[src/design/map_pkg.sv]
// Only regions 0, 2 and 4 are mapped and every other region code is treated as unmapped
package map_pkg;

  //------------------------------
  // Field widths
  //------------------------------
  localparam int region_w = 4;   // Upper nibble selects the region
  localparam int offset_w = 12;  // Lower bits index inside a region

  //------------------------------
  // Region codes
  //------------------------------
  // 0XXX constants, read returns the offset
  // 2XXX register IO, passed to external ports
  // 4XXX general purpose RAM
  // Any other code reads zero and drops writes
  typedef enum logic [region_w-1:0] {
    region_const = 4'h0,  // Constant source
    region_reg   = 4'h2,  // Register IO
    region_ram   = 4'h4   // Scratch RAM
  } region_t;

  // System address, region above offset
  typedef struct packed {
    region_t               region;  // Bits 15:12
    logic [offset_w-1:0]   offset;  // Bits 11:0
  } addr_t;

endpackage

[src/design/bus_pkg.sv]
// Request strobes are single-cycle pulses and the address must be held until the response
package bus_pkg;

  //------------------------------
  // Data word
  //------------------------------
  localparam int data_w = 36;  // Full system word

  typedef logic [data_w-1:0] data_t;

  //------------------------------
  // Net transaction
  //------------------------------
  // Source in upper half, target in lower half
  typedef struct packed {
    map_pkg::addr_t  src;  // Read from here
    map_pkg::addr_t  trg;  // Write to here
  } net_t;

  //------------------------------
  // Request buses
  //------------------------------
  // Read request, 17 bits
  typedef struct packed {
    logic            strb;  // One-cycle pulse
    map_pkg::addr_t  addr;  // Held until ready
  } rd_req_t;

  // Write request, 53 bits
  typedef struct packed {
    logic            strb;  // One-cycle pulse
    map_pkg::addr_t  addr;  // Held until done
    data_t           data;  // Held until done
  } wr_req_t;

endpackage

[src/design/access_router.sv]
// Register IO and RAM pass through combinationally while constant and unmapped regions answer after one cycle
`timescale 1ns/100ps

module access_router
#(
  parameter int ram_addr_width = 9  // RAM index bits
)
(
  input  logic              clk,               // System clock
  input  logic              reset,             // Synchronous, active high
  input  bus_pkg::rd_req_t  src_req,           // From sequencer
  output bus_pkg::data_t    src_data,          // Steered read data
  output logic              src_rdy_strb,      // Merged ready
  input  bus_pkg::wr_req_t  trg_req,           // From sequencer
  output logic              trg_done_strb,     // Merged done
  output bus_pkg::rd_req_t  reg_rd_req,        // Register IO read
  input  bus_pkg::data_t    reg_rd_data,
  input  logic              reg_rd_rdy_strb,
  output bus_pkg::wr_req_t  reg_wr_req,        // Register IO write
  input  logic              reg_wr_done_strb,
  output bus_pkg::rd_req_t  ram_rd_req,        // Scratch RAM read
  input  bus_pkg::data_t    ram_rd_data,
  input  logic              ram_rdy_strb,
  output bus_pkg::wr_req_t  ram_wr_req,        // Scratch RAM write
  input  logic              ram_done_strb
);

  // Keeps only the offset bits the RAM decodes
  localparam logic [map_pkg::offset_w-1:0] ram_mask =
    {map_pkg::offset_w{1'b1}} >> (map_pkg::offset_w - ram_addr_width);

  // One-hot destination select
  typedef struct packed {
    logic con;     // Constants
    logic reg_io;  // Register IO
    logic ram;     // Scratch RAM
    logic none;    // Unmapped
  } dest_t;

  dest_t src_dest;
  dest_t trg_dest;
  logic  con_rdy_q, con_done_q;    // Constant response flops
  logic  none_rdy_q, none_done_q;  // Unmapped response flops

  //------------------------------
  // Region decode
  //------------------------------
  function automatic dest_t decode(input logic strb, input map_pkg::region_t region);
    dest_t d;
    d = '0;
    case (region)
      map_pkg::region_const: d.con    = strb;
      map_pkg::region_reg:   d.reg_io = strb;
      map_pkg::region_ram:   d.ram    = strb;
      default:               d.none   = strb;  // Anything else
    endcase
    return d;
  endfunction

  assign src_dest = decode(src_req.strb, src_req.addr.region);
  assign trg_dest = decode(trg_req.strb, trg_req.addr.region);

  // Request steering
  always_comb
  begin
    reg_rd_req      = src_req;
    reg_rd_req.strb = src_dest.reg_io;
    reg_wr_req      = trg_req;
    reg_wr_req.strb = trg_dest.reg_io;

    ram_rd_req             = src_req;
    ram_rd_req.strb        = src_dest.ram;
    ram_rd_req.addr.offset = src_req.addr.offset & ram_mask;  // Trim to RAM depth
    ram_wr_req             = trg_req;
    ram_wr_req.strb        = trg_dest.ram;
    ram_wr_req.addr.offset = trg_req.addr.offset & ram_mask;
  end

  //------------------------------
  // Local responders
  //------------------------------
  // Constant writes are no-ops and unmapped writes are dropped, both still complete
  always_ff @(posedge clk)
  begin
    if (reset)
    begin
      con_rdy_q   <= 1'b0;
      con_done_q  <= 1'b0;
      none_rdy_q  <= 1'b0;
      none_done_q <= 1'b0;
    end
    else
    begin
      con_rdy_q   <= src_dest.con;
      con_done_q  <= trg_dest.con;
      none_rdy_q  <= src_dest.none;
      none_done_q <= trg_dest.none;
    end
  end

  // Read data follows the held source region
  always_comb
  begin
    case (src_req.addr.region)
      map_pkg::region_const: src_data = bus_pkg::data_t'(src_req.addr.offset);  // Zero-extend
      map_pkg::region_reg:   src_data = reg_rd_data;
      map_pkg::region_ram:   src_data = ram_rd_data;
      default:               src_data = '0;  // Unmapped reads zero
    endcase
  end

  // Response merge
  assign src_rdy_strb  = con_rdy_q | none_rdy_q | reg_rd_rdy_strb | ram_rdy_strb;
  assign trg_done_strb = con_done_q | none_done_q | reg_wr_done_strb | ram_done_strb;

endmodule

[config.mk]
export PLATFORM = sky130hd
export DESIGN_NAME = access_router
export DESIGN_NICKNAME = d
export VERILOG_FILES = /design/src/design/map_pkg.sv /design/src/design/bus_pkg.sv /design/src/design/access_router.sv
export SDC_FILE = /design/constraint.sdc
export NUM_CORES = 1
export LEC_CHECK = 0
export BUFFER_PORTS_ARGS = -buffer_cell sky130_fd_sc_hd__buf_2
export CAP_MARGIN = 20
export CORE_AREA = 2 2 126 128
export DETAILED_ROUTE_END_ITERATION = 12
export DIE_AREA = 0 0 128 130
export HOLD_SLACK_MARGIN = 0.1
export PLACE_DENSITY = 0.53
export SETUP_SLACK_MARGIN = 0.4
export SKIP_LAST_GASP = 1
export SLEW_MARGIN = 20
export SYNTH_ARGS = -nofsm -noshare
export SYNTH_HDL_FRONTEND = slang
export SYNTH_SLANG_ARGS = --single-unit
[constraint.sdc]
create_clock -name clk -period 1.6 [get_ports clk]
set_input_delay 0.24 -clock clk [delete_from_list [all_inputs] [get_ports clk]]
set_output_delay 0.24 -clock clk [all_outputs]
set_load 0.01 [all_outputs]
==> impl_metrics.py <==
metrics = {
    "status": {
        "outcome": "complete, no violations",
    },
    "sta": {
        "fin_ws_ns": 0.0893,
        "period_share_pct": 94.4,
        "period_needed_ns": 1.51,
        "finalSetupViolCount": 0,
        "fmax_mhz": 662,
        "maxSlewViolCount": 0,
        "finalHoldViolations": 0,
        "rsz0062_at_grt": "yes",
    },
    "power": {
        "p_leak_nw": 1.27,
        "intPower_w": 0.000670,
        "pwr-share-clk_pct": 41.5,
        "peakVddDrop_mv": 0.295,
        "combPwrFrac_pct": 47.6,
        "p_switching_w": 0.000288,
        "sw_frac_of_total_pct": 30.0,
        "finalPower_w": 0.000958,
        "power_density_nw_per_um2": 406,
        "power_frac_seq_pct": 10.9,
    },
    "synthesis": {
        "synth-edff-count": 0,
        "async_flop_share_pct": 0,
        "synth_top_area_share_pct": 57.7,
        "synth_warnings": 0,
        "synth_top_area_cell": "buf_4",
        "avgSynthCellArea_um2": 8.20,
        "ys_seq_area_share_pct": 4.52,
        "syn-instance-count": 216,
        "ys_seq_elements": 4,
        "synth_area_um2": 1770,
        "synthTopCellsByArea": "buf_4, a22o_1, mux2i_1, o2bb2ai_1, dfxtp_1",
        "synth_flop_cell": "dfxtp_1",
        "synth_cell_type_count": 22,
    },
    "floorplan": {
        "die_w_um": 128,
        "die_h_um": 130,
        "start_util_pct": 11.5,
        "coreArea_um2": 15400,
        "ios": 326,
        "die_area_um2": 16600,
        "placement_rows": 46,
    },
    "clocking": {
        "cts_hold_buf": 0,
        "clockRootBuffer": "clkbuf_16",
        "clk_pin_slew_ns": 0.03,
        "h-tree-depth": 1,
        "clk_path_buf_depth": 2,
        "cts_tree": "done",
        "cts.sinks": 4,
        "cts_inserted_buffers": 3,
    },
    "route": {
        "via_count": 1565,
        "drt_first_pass_iters": 4,
        "route.met2.wl_um": 2860,
        "drc": 0,
        "vias_per_cell": 3.36,
        "wl_met3_um": 703,
        "wire_per_inst_um": 13.5,
        "wl_met1_um": 2350,
        "antenna_left": 0,
        "highest_layer": "met5",
        "totalWireLength_um": 6270,
        "first_iter_violations": 27,
    },
    "place": {
        "port_buffers": 178,
        "dp_hpwl_um": 5120,
        "pre_cts_slack_ns": -0.0224,
        "gp_congestion": 0.645,
        "placed_cell_area_um2": 1920,
    },
    "cells_and_area": {
        "diodes": 0,
        "drive_gt1_share_pct": 79.6,
        "fillers": 1763,
        "seqCellArea_um2": 80.1,
        "final_core_util_pct": 15.3,
        "final_nets": 424,
        "syn_to_final_growth_pct": 33.4,
        "design_area_um2": 2360,
        "multiInputGateArea_um2": 733,
    },
    "setup_path": {
        "cp.arrival_ns": 1.27,
        "cp.required_ns": 1.36,
        "path_class": "in -> out",
        "path_max_fanout": 5,
        "worstSetupEndpointType": "primary output",
        "crit_path_start_kind": "primary input",
    },
    "global_route": {
        "grt_max_degree": 21,
        "grt_pass1_wl_um": 7900,
        "antenna_found_initial": 1,
        "grt_pass1_vias": 1321,
        "grt_overflow": 0,
        "grt.total_usage_pct": 6.42,
    },
    "worst_hold_path": {
        "holdPathEnd": "none_done_q",
        "hold_class": "in -> reg",
        "hold_path_depth": 3,
        "min_from": "trg_req[52]",
    },
    "run": {
        "drv_cap": 0,
    },
}
==> cell families after synthesis <==
logic type | count (synthesis) | synth area share [%]
compound gates | 38 | 18.9
buf+inv | 144 | 61.5
mux | 12 | 6.78
other cells | 1 | 0.212
flops | 4 | 4.52
simple gates | 17 | 8.13
==> flip-flops by register name (all words and copies together) (netlist names) <==
name,count
con_done_q,1
con_rdy_q,1
none_done_q,1
none_rdy_q,1
==> synthesized netlist by cell type, types with 2 or more instances <==
cell	number
nor2_1	3
dfxtp_1	4
and4b_1	3
a22o_2	5
or4_1	2
and2_1	2
mux2i_1	12
o2bb2ai_1	12
nand2b_1	2
buf_6	3
nor4b_4	2
buf_4	136
a22o_1	19
buf_2	3
==> how the worst max path moves through the flow <==
stage                start            to
4_1_cts        src_req[14]  src_data[18]
3_5_place_dp   src_req[12]   src_data[8]
5_1_grt        src_req[14]   src_data[3]
6_report       src_req[14]  src_data[28]
2_1_floorplan  src_req[14]  src_data[12]
3_3_place_gp   src_req[12]   src_data[8]
==> metrics by stage <==
step | instances | setup TNS (ns) | hold WS (ns)
detailed placement | 453 | -0.197 | 0.480
CTS | 464 | 0 | 0.278
global route | 466 | 0 | 0.310
finish | 466 | 0 | 0.274
floorplan | 221 | 0 | 0.361
global placement | 453 | -0.0126 | 0.480
==> power groups by stage <==
stage	combinational (W)	clock [W]	sequential, W
6_report	0.000456	0.000397	0.000105
5_1_grt	0.000498	0.000407	0.000105
4_1_cts	0.000444	0.000390	0.000105
3_5_place_dp	0.000393	0	0.000106
3_3_place_gp	0.000391	0	0.000106
2_1_floorplan	0.000471	0	0.000105
==> layout make-up <==
class / count / area share, %
Clock buffer: 3 / 3.18
Multi-Input combinational cell: 73 / 31.1
Timing Repair Buffer: 194 / 52.2
Sequential cell: 4 / 3.39
Tap cell: 192 / 10.2
==> cell usage in the layout, fill, tap and decap left out, types with 3 or more instances in the layout <==
master     instances
a22o_1            19
a22o_4             5
and4b_1            3
buf_12             4
buf_2            164
buf_4              4
buf_6             17
clkbuf_16          4
conb_1             6
dfxtp_1            4
mux2i_1           12
o2bb2ai_2         10
==> routing by layer <==
metal  global-route usage (%)  vias to the layer above
met4                     4.59                        2
li1                         -                      728
met3                     2.05                       53
met2                     10.3                      118
met5                        0                        -
met1                     7.19                      664
==> worst max-delay path, stage by stage <==
cell and delay (ns):
buf_8 0.10, nor4b_4 0.27, buf_6 0.17, buf_4 0.12
buf_12 0.11, a22o_4 0.14, buf_6 0.11
==> repair_timing <==
item,4_1_cts,5_1_grt
pin swaps,5,5
cloned,3,1
resized for setup,38,14
setup endpoints to repair,40,42
setup buffers,5,1
(Power assumes the default switching activity.)
