File: config.mk
export PLATFORM = sky130hd
export DESIGN_NAME = net_sequencer
export DESIGN_NICKNAME = d
export VERILOG_FILES = /design/src/design/map_pkg.sv /design/src/design/bus_pkg.sv /design/src/design/net_sequencer.sv
export SDC_FILE = /design/constraint.sdc
export NUM_CORES = 1
export LEC_CHECK = 0
export BUFFER_PORTS_ARGS = -buffer_cell sky130_fd_sc_hd__buf_2
export CAP_MARGIN = 30
export CELL_PAD_IN_SITES_DETAIL_PLACEMENT = 0
export CELL_PAD_IN_SITES_GLOBAL_PLACEMENT = 1
export CORE_MARGIN = 1.5
export CORE_UTILIZATION = 36
export DETAILED_ROUTE_END_ITERATION = 8
export PLACE_DENSITY_LB_ADDON = 0.1
export SYNTH_ARGS = -nofsm -noshare
export SYNTH_HDL_FRONTEND = slang
export SYNTH_SLANG_ARGS = --single-unit
File: constraint.sdc
create_clock -name clk -period 5.25 [get_ports clk]
set_input_delay 1.05 -clock clk [delete_from_list [all_inputs] [get_ports clk]]
set_output_delay 1.05 -clock clk [all_outputs]
set_load 0.02 [all_outputs]
File: src/design/map_pkg.sv
// Only regions 0, 2 and 4 are mapped and every other region code is treated as unmapped
package map_pkg;

  //------------------------------
  // Field widths
  //------------------------------
  localparam int region_w = 4;   // Upper nibble selects the region
  localparam int offset_w = 12;  // Lower bits index inside a region

  //------------------------------
  // Region codes
  //------------------------------
  // 0XXX constants, read returns the offset
  // 2XXX register IO, passed to external ports
  // 4XXX general purpose RAM
  // Any other code reads zero and drops writes
  typedef enum logic [region_w-1:0] {
    region_const = 4'h0,  // Constant source
    region_reg   = 4'h2,  // Register IO
    region_ram   = 4'h4   // Scratch RAM
  } region_t;

  // System address, region above offset
  typedef struct packed {
    region_t               region;  // Bits 15:12
    logic [offset_w-1:0]   offset;  // Bits 11:0
  } addr_t;

endpackage

File: src/design/bus_pkg.sv
// Request strobes are single-cycle pulses and the address must be held until the response
package bus_pkg;

  //------------------------------
  // Data word
  //------------------------------
  localparam int data_w = 36;  // Full system word

  typedef logic [data_w-1:0] data_t;

  //------------------------------
  // Net transaction
  //------------------------------
  // Source in upper half, target in lower half
  typedef struct packed {
    map_pkg::addr_t  src;  // Read from here
    map_pkg::addr_t  trg;  // Write to here
  } net_t;

  //------------------------------
  // Request buses
  //------------------------------
  // Read request, 17 bits
  typedef struct packed {
    logic            strb;  // One-cycle pulse
    map_pkg::addr_t  addr;  // Held until ready
  } rd_req_t;

  // Write request, 53 bits
  typedef struct packed {
    logic            strb;  // One-cycle pulse
    map_pkg::addr_t  addr;  // Held until done
    data_t           data;  // Held until done
  } wr_req_t;

endpackage

File: src/design/net_sequencer.sv
// A net_strb that arrives while a net is in progress is dropped and only one request is ever open
`timescale 1ns/100ps

module net_sequencer
(
  input  logic              clk,            // System clock
  input  logic              reset,          // Synchronous, active high
  input  bus_pkg::net_t     net,            // Source and target pair
  input  logic              net_strb,       // Start a net
  output logic              net_done_strb,  // Net finished
  output bus_pkg::rd_req_t  src_req,        // Source read request
  input  bus_pkg::data_t    src_data,       // Source read data
  input  logic              src_rdy_strb,   // Source data valid
  output bus_pkg::wr_req_t  trg_req,        // Target write request
  input  logic              trg_done_strb   // Target write complete
);

  //------------------------------
  // State
  //------------------------------
  typedef enum logic [1:0] {
    idle,       // Waiting for net_strb
    reading,    // Source read open
    writing,    // Target write open
    finishing   // Done pulse cycle
  } state_t;

  state_t          state;
  logic            rd_strb;  // Read strobe flop
  logic            wr_strb;  // Write strobe flop
  bus_pkg::net_t   net_q;    // Accepted net
  bus_pkg::data_t  data_q;   // Captured source word

  //------------------------------
  // Control FSM
  //------------------------------
  always_ff @(posedge clk)
  begin
    if (reset)
    begin
      state   <= idle;
      rd_strb <= 1'b0;
      wr_strb <= 1'b0;
    end
    else
    begin
      rd_strb <= 1'b0;  // Strobes default low
      wr_strb <= 1'b0;
      case (state)
        idle:
        begin
          if (net_strb)
          begin
            state   <= reading;
            rd_strb <= 1'b1;  // Read pulses next cycle
          end
        end
        reading:
        begin
          if (src_rdy_strb)
          begin
            state   <= writing;
            wr_strb <= 1'b1;  // Write right after ready
          end
        end
        writing:
        begin
          if (trg_done_strb)
            state <= finishing;
        end
        finishing:
          state <= idle;  // One cycle of done
        default:
          state <= idle;
      endcase
    end
  end

  // Payload capture
  always_ff @(posedge clk)
  begin
    if (state == idle && net_strb)
      net_q <= net;       // Latch on acceptance
    if (state == reading && src_rdy_strb)
      data_q <= src_data; // Latch on ready
  end

  //------------------------------
  // Outputs
  //------------------------------
  // Addresses come straight from the latched net, so they stay put until the response
  assign src_req.strb = rd_strb;
  assign src_req.addr = net_q.src;

  assign trg_req.strb = wr_strb;
  assign trg_req.addr = net_q.trg;
  assign trg_req.data = data_q;  // Word read from source

  assign net_done_strb = (state == finishing);

endmodule

==> results_dict.tcl, run 1 <==
set metrics [dict create \
    placed_area_um2 3110 \
    drt_iter0_drc 60 \
    critPathLaunchType "flop" \
    clockRootBuffer "clkbuf_8" \
    reg2regPathDepth 4 \
    nNetsFinal 324 \
    viasPerCell 4.27 \
    grt_pass1_wl_um 7210 \
    combPwrFrac_pct 23.9 \
    grt_usage_pct 14.2 \
    synth_area_per_cell_um2 24.7 \
    vias 1396 \
    clkSinkCount 72 \
    maxCapViolCount 0 \
    pin_count 144 \
    ant_nets 0 \
    status "finished clean" \
    setup_tns_ns 0 \
    worst_slew_pin_slew_ns 0.445 \
    hold_depth 2 \
    synth-warning-count 0 \
    setup_viol 0 \
    initial_core_util_pct 38.0 \
    clock_power_share_pct 27.7 \
    synthCells 93 \
    worstPathRequired_ns 4.20 \
    drive_gt1_share_pct 65.1 \
    rows 28 \
    cts_resized 0 \
    fmax_ghz 0.480 \
    fin_crit_sh_pct 39.7 \
    vdd_drop_max_v 0.000287 \
    relSlewSlack_pct 70.3 \
    cts_buffer_depth 2 \
    clkTransAtPathRegs_ns 0.07 \
    die_h_um 82.9 \
    dieArea_um2 6880 \
    antenna_found_initial 0 \
    grt_pass1_vias 1417 \
    min_period_ns 2.08 \
    insertion_delay_ns 0.33 \
    final_common_cell "buf_2" \
    first_pass_iters 3 \
    powerDensity_nw_per_um2 505 \
    worstPathArrival_ns 1.03 \
    rsz0062_at_grt "false" \
    layout_common_cells "buf_2 (143), edfxtp_1 (68), clkbuf_8 (9)" \
    fin_area_um2 3330 \
    wirelength_um 4670 \
    htree_levels 3 \
    cts_tree "yes" \
    synth_top_area_cell "edfxtp_1" \
    crit_fanout 4 \
    grt_overflow 0 \
    die_w_um 82.9 \
    skew_ns 0.00663 \
    port-buffer-count 143 \
    yosys.cell_types.count 13 \
    switching_share_pct 30.0 \
    nFillCells 531 \
    p_int_mw 1.18 \
    post_cts_buffers 0 \
    diodes 0 \
    drc 0 \
    hold_path.class "reg -> reg" \
    p_leak_nw 1.43 \
    hold_buffers 0 \
    syn_nets 170 \
    path_class "reg -> out" \
    p_sw_mw 0.504 \
    cts-buffers-inserted 9 \
    grt_max_degree 38 \
    hold_viol_final 0 \
    seq_area_frac_synth_pct 92.2 \
    synthToLayoutAreaGrowth_pct 44.8 \
    synth_top_area_share_pct 88.7 \
    seqPwrFrac_pct 48.3 \
    end_kind "output port" \
    synth_seq_cells 72 \
    gp_congestion 0.735 \
    synth.top_cells.by_area "edfxtp_1 (89%), dfxtp_1 (3.5%), ha_1 (2.2%)" \
    core_um2 6060 \
    synth_area_um2 2300 \
    finalMaxSlewViolations 0 \
    routedWlPerCell_um 14.3 \
]
[cell usage after synthesis]
| cell | number |
|---|---|
| and2_1 | 4 |
| buf_4 | 2 |
| dfxtp_1 | 4 |
| edfxtp_1 | 68 |
| ha_1 | 4 |
| inv_1 | 3 |
| nand2_1 | 1 |
| nor2b_1 | 1 |
| nor2b_4 | 2 |
| o311a_1 | 1 |
| o311ai_1 | 1 |
| o31ai_2 | 1 |
| o41ai_1 | 1 |
[flip-flops by register name, indices dropped and copies added (netlist names)]
| register | cells |
|---|---|
| state | 2 |
| rd_strb | 1 |
| data_q | 36 |
| wr_strb | 1 |
| trg_req | 16 |
| src_req | 16 |
[worst max-delay path, stage by stage, from the launching register on]
cell and delay [ns]:
dfxtp_1 0.38, ha_1 0.16, buf_2 0.16
[cell type report]
class	instances	area, um^2	area share (%)
clock inverters	7	96.3	2.89
repair buffers	145	731	21.9
inverters	3	11.3	0.338
clock buffers	9	124	3.72
well taps	75	93.8	2.82
flip-flops and latches	72	2120	63.7
multi-input cells	16	153	4.58
[per-layer routing]
layer | vias to the layer above | track usage, % | routed length (um)
met5 | - | 0 | 0
met2 | 75 | 23.4 | 2360
li1 | 666 | - | -
met1 | 641 | 15.3 | 1820
met4 | 0 | 10.6 | 188
met3 | 14 | 4.27 | 300
[path summary, 6_finish.rpt]
path              slack, ns       endpoint  startpoint
setup reg to reg       3.73     src_req[5]    state[0]
setup / recovery       3.17  net_done_strb    state[1]
hold reg to reg        0.54       state[1]    state[1]
hold / removal         0.54       state[1]    state[1]
[power groups by stage]
stage	clock [mW]	sequential, mW	combinational (mW)
3_5_place_dp	0	0.827	0.408
6_report	0.466	0.813	0.403
2_1_floorplan	0	0.972	0.105
5_1_grt	0.502	0.825	0.436
4_1_cts	0.482	0.814	0.409
3_3_place_gp	0	0.821	0.408
[kinds of logic after synthesis]
logic type / synth area share [%]
compound gates: 1.74
fa+ha+maj: 2.18
buf+inv: 1.14
flops: 92.2
simple gates: 2.72
[metrics by stage]
step | hold WS [ns] | power [mW] | util, % | worst slack, ns | std cells
2_1_floorplan | 0.485 | 1.08 | - | 2.91 | 93
3_3_place_gp | 0.514 | 1.23 | 51.3 | 3.23 | 311
3_5_place_dp | 0.531 | 1.24 | 51.3 | 3.21 | 311
4_1_cts | 0.542 | 1.71 | 55.0 | 3.14 | 327
5_1_grt | 0.562 | 1.76 | 55.0 | 3.11 | 327
6_report | 0.536 | 1.68 | 55.0 | 3.17 | 327
(Power assumes the default switching activity.)
==> run 2, diff against run 1 <==
--- a/config.mk
+++ b/config.mk
@@ -10,7 +10,7 @@
 export CELL_PAD_IN_SITES_DETAIL_PLACEMENT = 0
 export CELL_PAD_IN_SITES_GLOBAL_PLACEMENT = 1
 export CORE_MARGIN = 1.5
-export CORE_UTILIZATION = 36
+export CORE_UTILIZATION = 33
 export DETAILED_ROUTE_END_ITERATION = 8
 export PLACE_DENSITY_LB_ADDON = 0.1
 export SYNTH_ARGS = -nofsm -noshare
==> constraint.sdc (replaced) <==
create_clock -name clk -period 2.18 [get_ports clk]
set_input_delay 0.436 -clock clk [delete_from_list [all_inputs] [get_ports clk]]
set_output_delay 0.436 -clock clk [all_outputs]
set_load 0.02 [all_outputs]
==> run 2 against run 1 <==
Final cell count up 1.8%. Die area up 8.8%. Worst hold slack worse by 0.26 ns. First-iteration DRC count down 20%. Largest cell class unchanged.
==> results_dict.tcl, run 2 (synthesis gave the netlist of run 1 again) <==
set metrics [dict create \
    combPwrFrac_pct 24.3 \
    grt_max_degree 34 \
    seqPwrFrac_pct 48.5 \
    layout_common_cells "buf_2 (143), edfxtp_1 (68), clkbuf_8 (9)" \
    insertion_delay_ns 0.33 \
    cts-buffers-inserted 9 \
    stdcell_count 333 \
    nNetsFinal 325 \
    end_kind "flop" \
    p_leak_nw 1.43 \
    critPathLaunchType "flop" \
    fin_crit_sh_pct 69.0 \
    slowest_delay_ns 0.36 \
    switching_share_pct 29.6 \
    largest_register_ffs 36 \
    rsz0062_at_grt "false" \
    clkTransAtPathRegs_ns 0.07 \
    die_w_um 86.5 \
    cts_buffer_depth 2 \
    hold_viol_final 0 \
    regMostFlops "data_q" \
    grt_pass1_vias 1303 \
    final_common_cell "buf_2" \
    powerDensity_nw_per_um2 1210 \
    drt_iter0_drc 48 \
    status "finished clean" \
    nFillCells 594 \
    setup_viol 0 \
    setup_tns_ns 0 \
    initial_core_util_pct 34.1 \
    hpwlAfterDp_um 3410 \
    grt_pass1_wl_um 6250 \
    wirelength_um 4570 \
    clock_power_share_pct 27.2 \
    slowest_stage "buf_4" \
    register_area_um2 2120 \
    gp_congestion 0.648 \
    grt_overflow 0 \
    dieArea_um2 7480 \
    rows 30 \
    core_um2 6760 \
    dp_slack_ns 0.683 \
    vdd_drop_max_v 0.000526 \
    synthToLayoutAreaGrowth_pct 45.0 \
    maxCapViolCount 0 \
    p_sw_mw 1.19 \
    clockRootBuffer "clkbuf_8" \
    viasPerCell 4.19 \
    crit_chain "inv_1, ha_1, and2_1, buf_4" \
    hold_buffers 0 \
    port-buffer-count 143 \
    crit_fanout 33 \
    cts_resized 0 \
    post_cts_buffers 0 \
    path_class "reg -> reg" \
    drc 0 \
    fmax_ghz 0.664 \
    holdWs_ns 0.277 \
    p_int_mw 2.84 \
    drive_gt1_share_pct 64.8 \
    finalMaxSlewViolations 0 \
    cts_tree "yes" \
    multiInputGateArea_um2 154 \
    diodes 0 \
    skew_ns 0.00421 \
    hold_depth 1 \
    clkSinkCount 72 \
    dp_cells 317 \
    fin_ws_ns 0.675 \
    first_pass_iters 2 \
    pin_count 144 \
    worstPathArrival_ns 1.49 \
    relSlewSlack_pct 72.6 \
    grt_usage_pct 11.6 \
    vias 1396 \
    worst_slew_pin_slew_ns 0.411 \
    htree_levels 3 \
    reg2regPathDepth 4 \
    hold_path.class "in -> reg" \
    antenna_found_initial 0 \
    die_h_um 86.5 \
    fin_util_pct 49.4 \
    worstPathRequired_ns 2.16 \
    ant_nets 0 \
    routedWlPerCell_um 13.7 \
    min_period_ns 1.51 \
]
## run 2: changes by cell type in the layout (fill, tap and decap cells not counted), sizes merged
cell	delta
buf	+1
clkbuf	+1
clkinvlp	-1
## run 2: final timing paths
check	start	end	slack [ns]
min reg2reg	state[1]	state[1]	0.53
max	state[0]	src_req[1]	0.67
max reg2reg	state[0]	src_req[1]	0.67
min	net[2]	trg_req[38]	0.28
## run 2: final cells by class
type	count	area share, %
flip-flops and latches	72	63.6
repair buffers	146	22.1
multi-input cells	16	4.61
clock buffers	10	3.82
well taps	80	3.00
clock inverters	6	2.51
inverters	3	0.337
## run 2: per-layer routing
metal | part of all wire (%) | routed length [um] | GRT usage (%) | vias to the layer above
li1 | - | - | - | 667
met5 | 0 | 0 | 0 | -
met3 | 9.0 | 409 | 4.48 | 8
met2 | 50 | 2300 | 19.4 | 68
met1 | 39 | 1770 | 12.3 | 653
met4 | 2.0 | 91 | 7.04 | 0
## run 2: power by group through the flow
stage / clock (mW) / sequential (mW) / combinational [mW]
after floorplan: 0 / 2.34 / 0.254
after global placement: 0 / 1.98 / 0.988
after detailed placement: 0 / 1.99 / 0.989
after CTS: 1.14 / 1.96 / 0.990
after global routing: 1.19 / 1.98 / 1.05
final: 1.10 / 1.96 / 0.977
## run 2: per-stage QoR
| step | area [um^2] | power (mW) |
|---|---|---|
| after floorplan | 2300 | 2.59 |
| after global placement | 3130 | 2.97 |
| after detailed placement | 3130 | 2.98 |
| after CTS | 3340 | 4.09 |
| after global routing | 3340 | 4.22 |
| final | 3340 | 4.03 |
## run 2: worst max-delay path, delay by kind of cell, from the launching register on
family / cells / cell delay (ns)
adders and majority gates: 1 / 0.21
buffers and inverters: 2 / 0.47
DFF: 1 / 0.33
and+or+nand+nor: 1 / 0.13
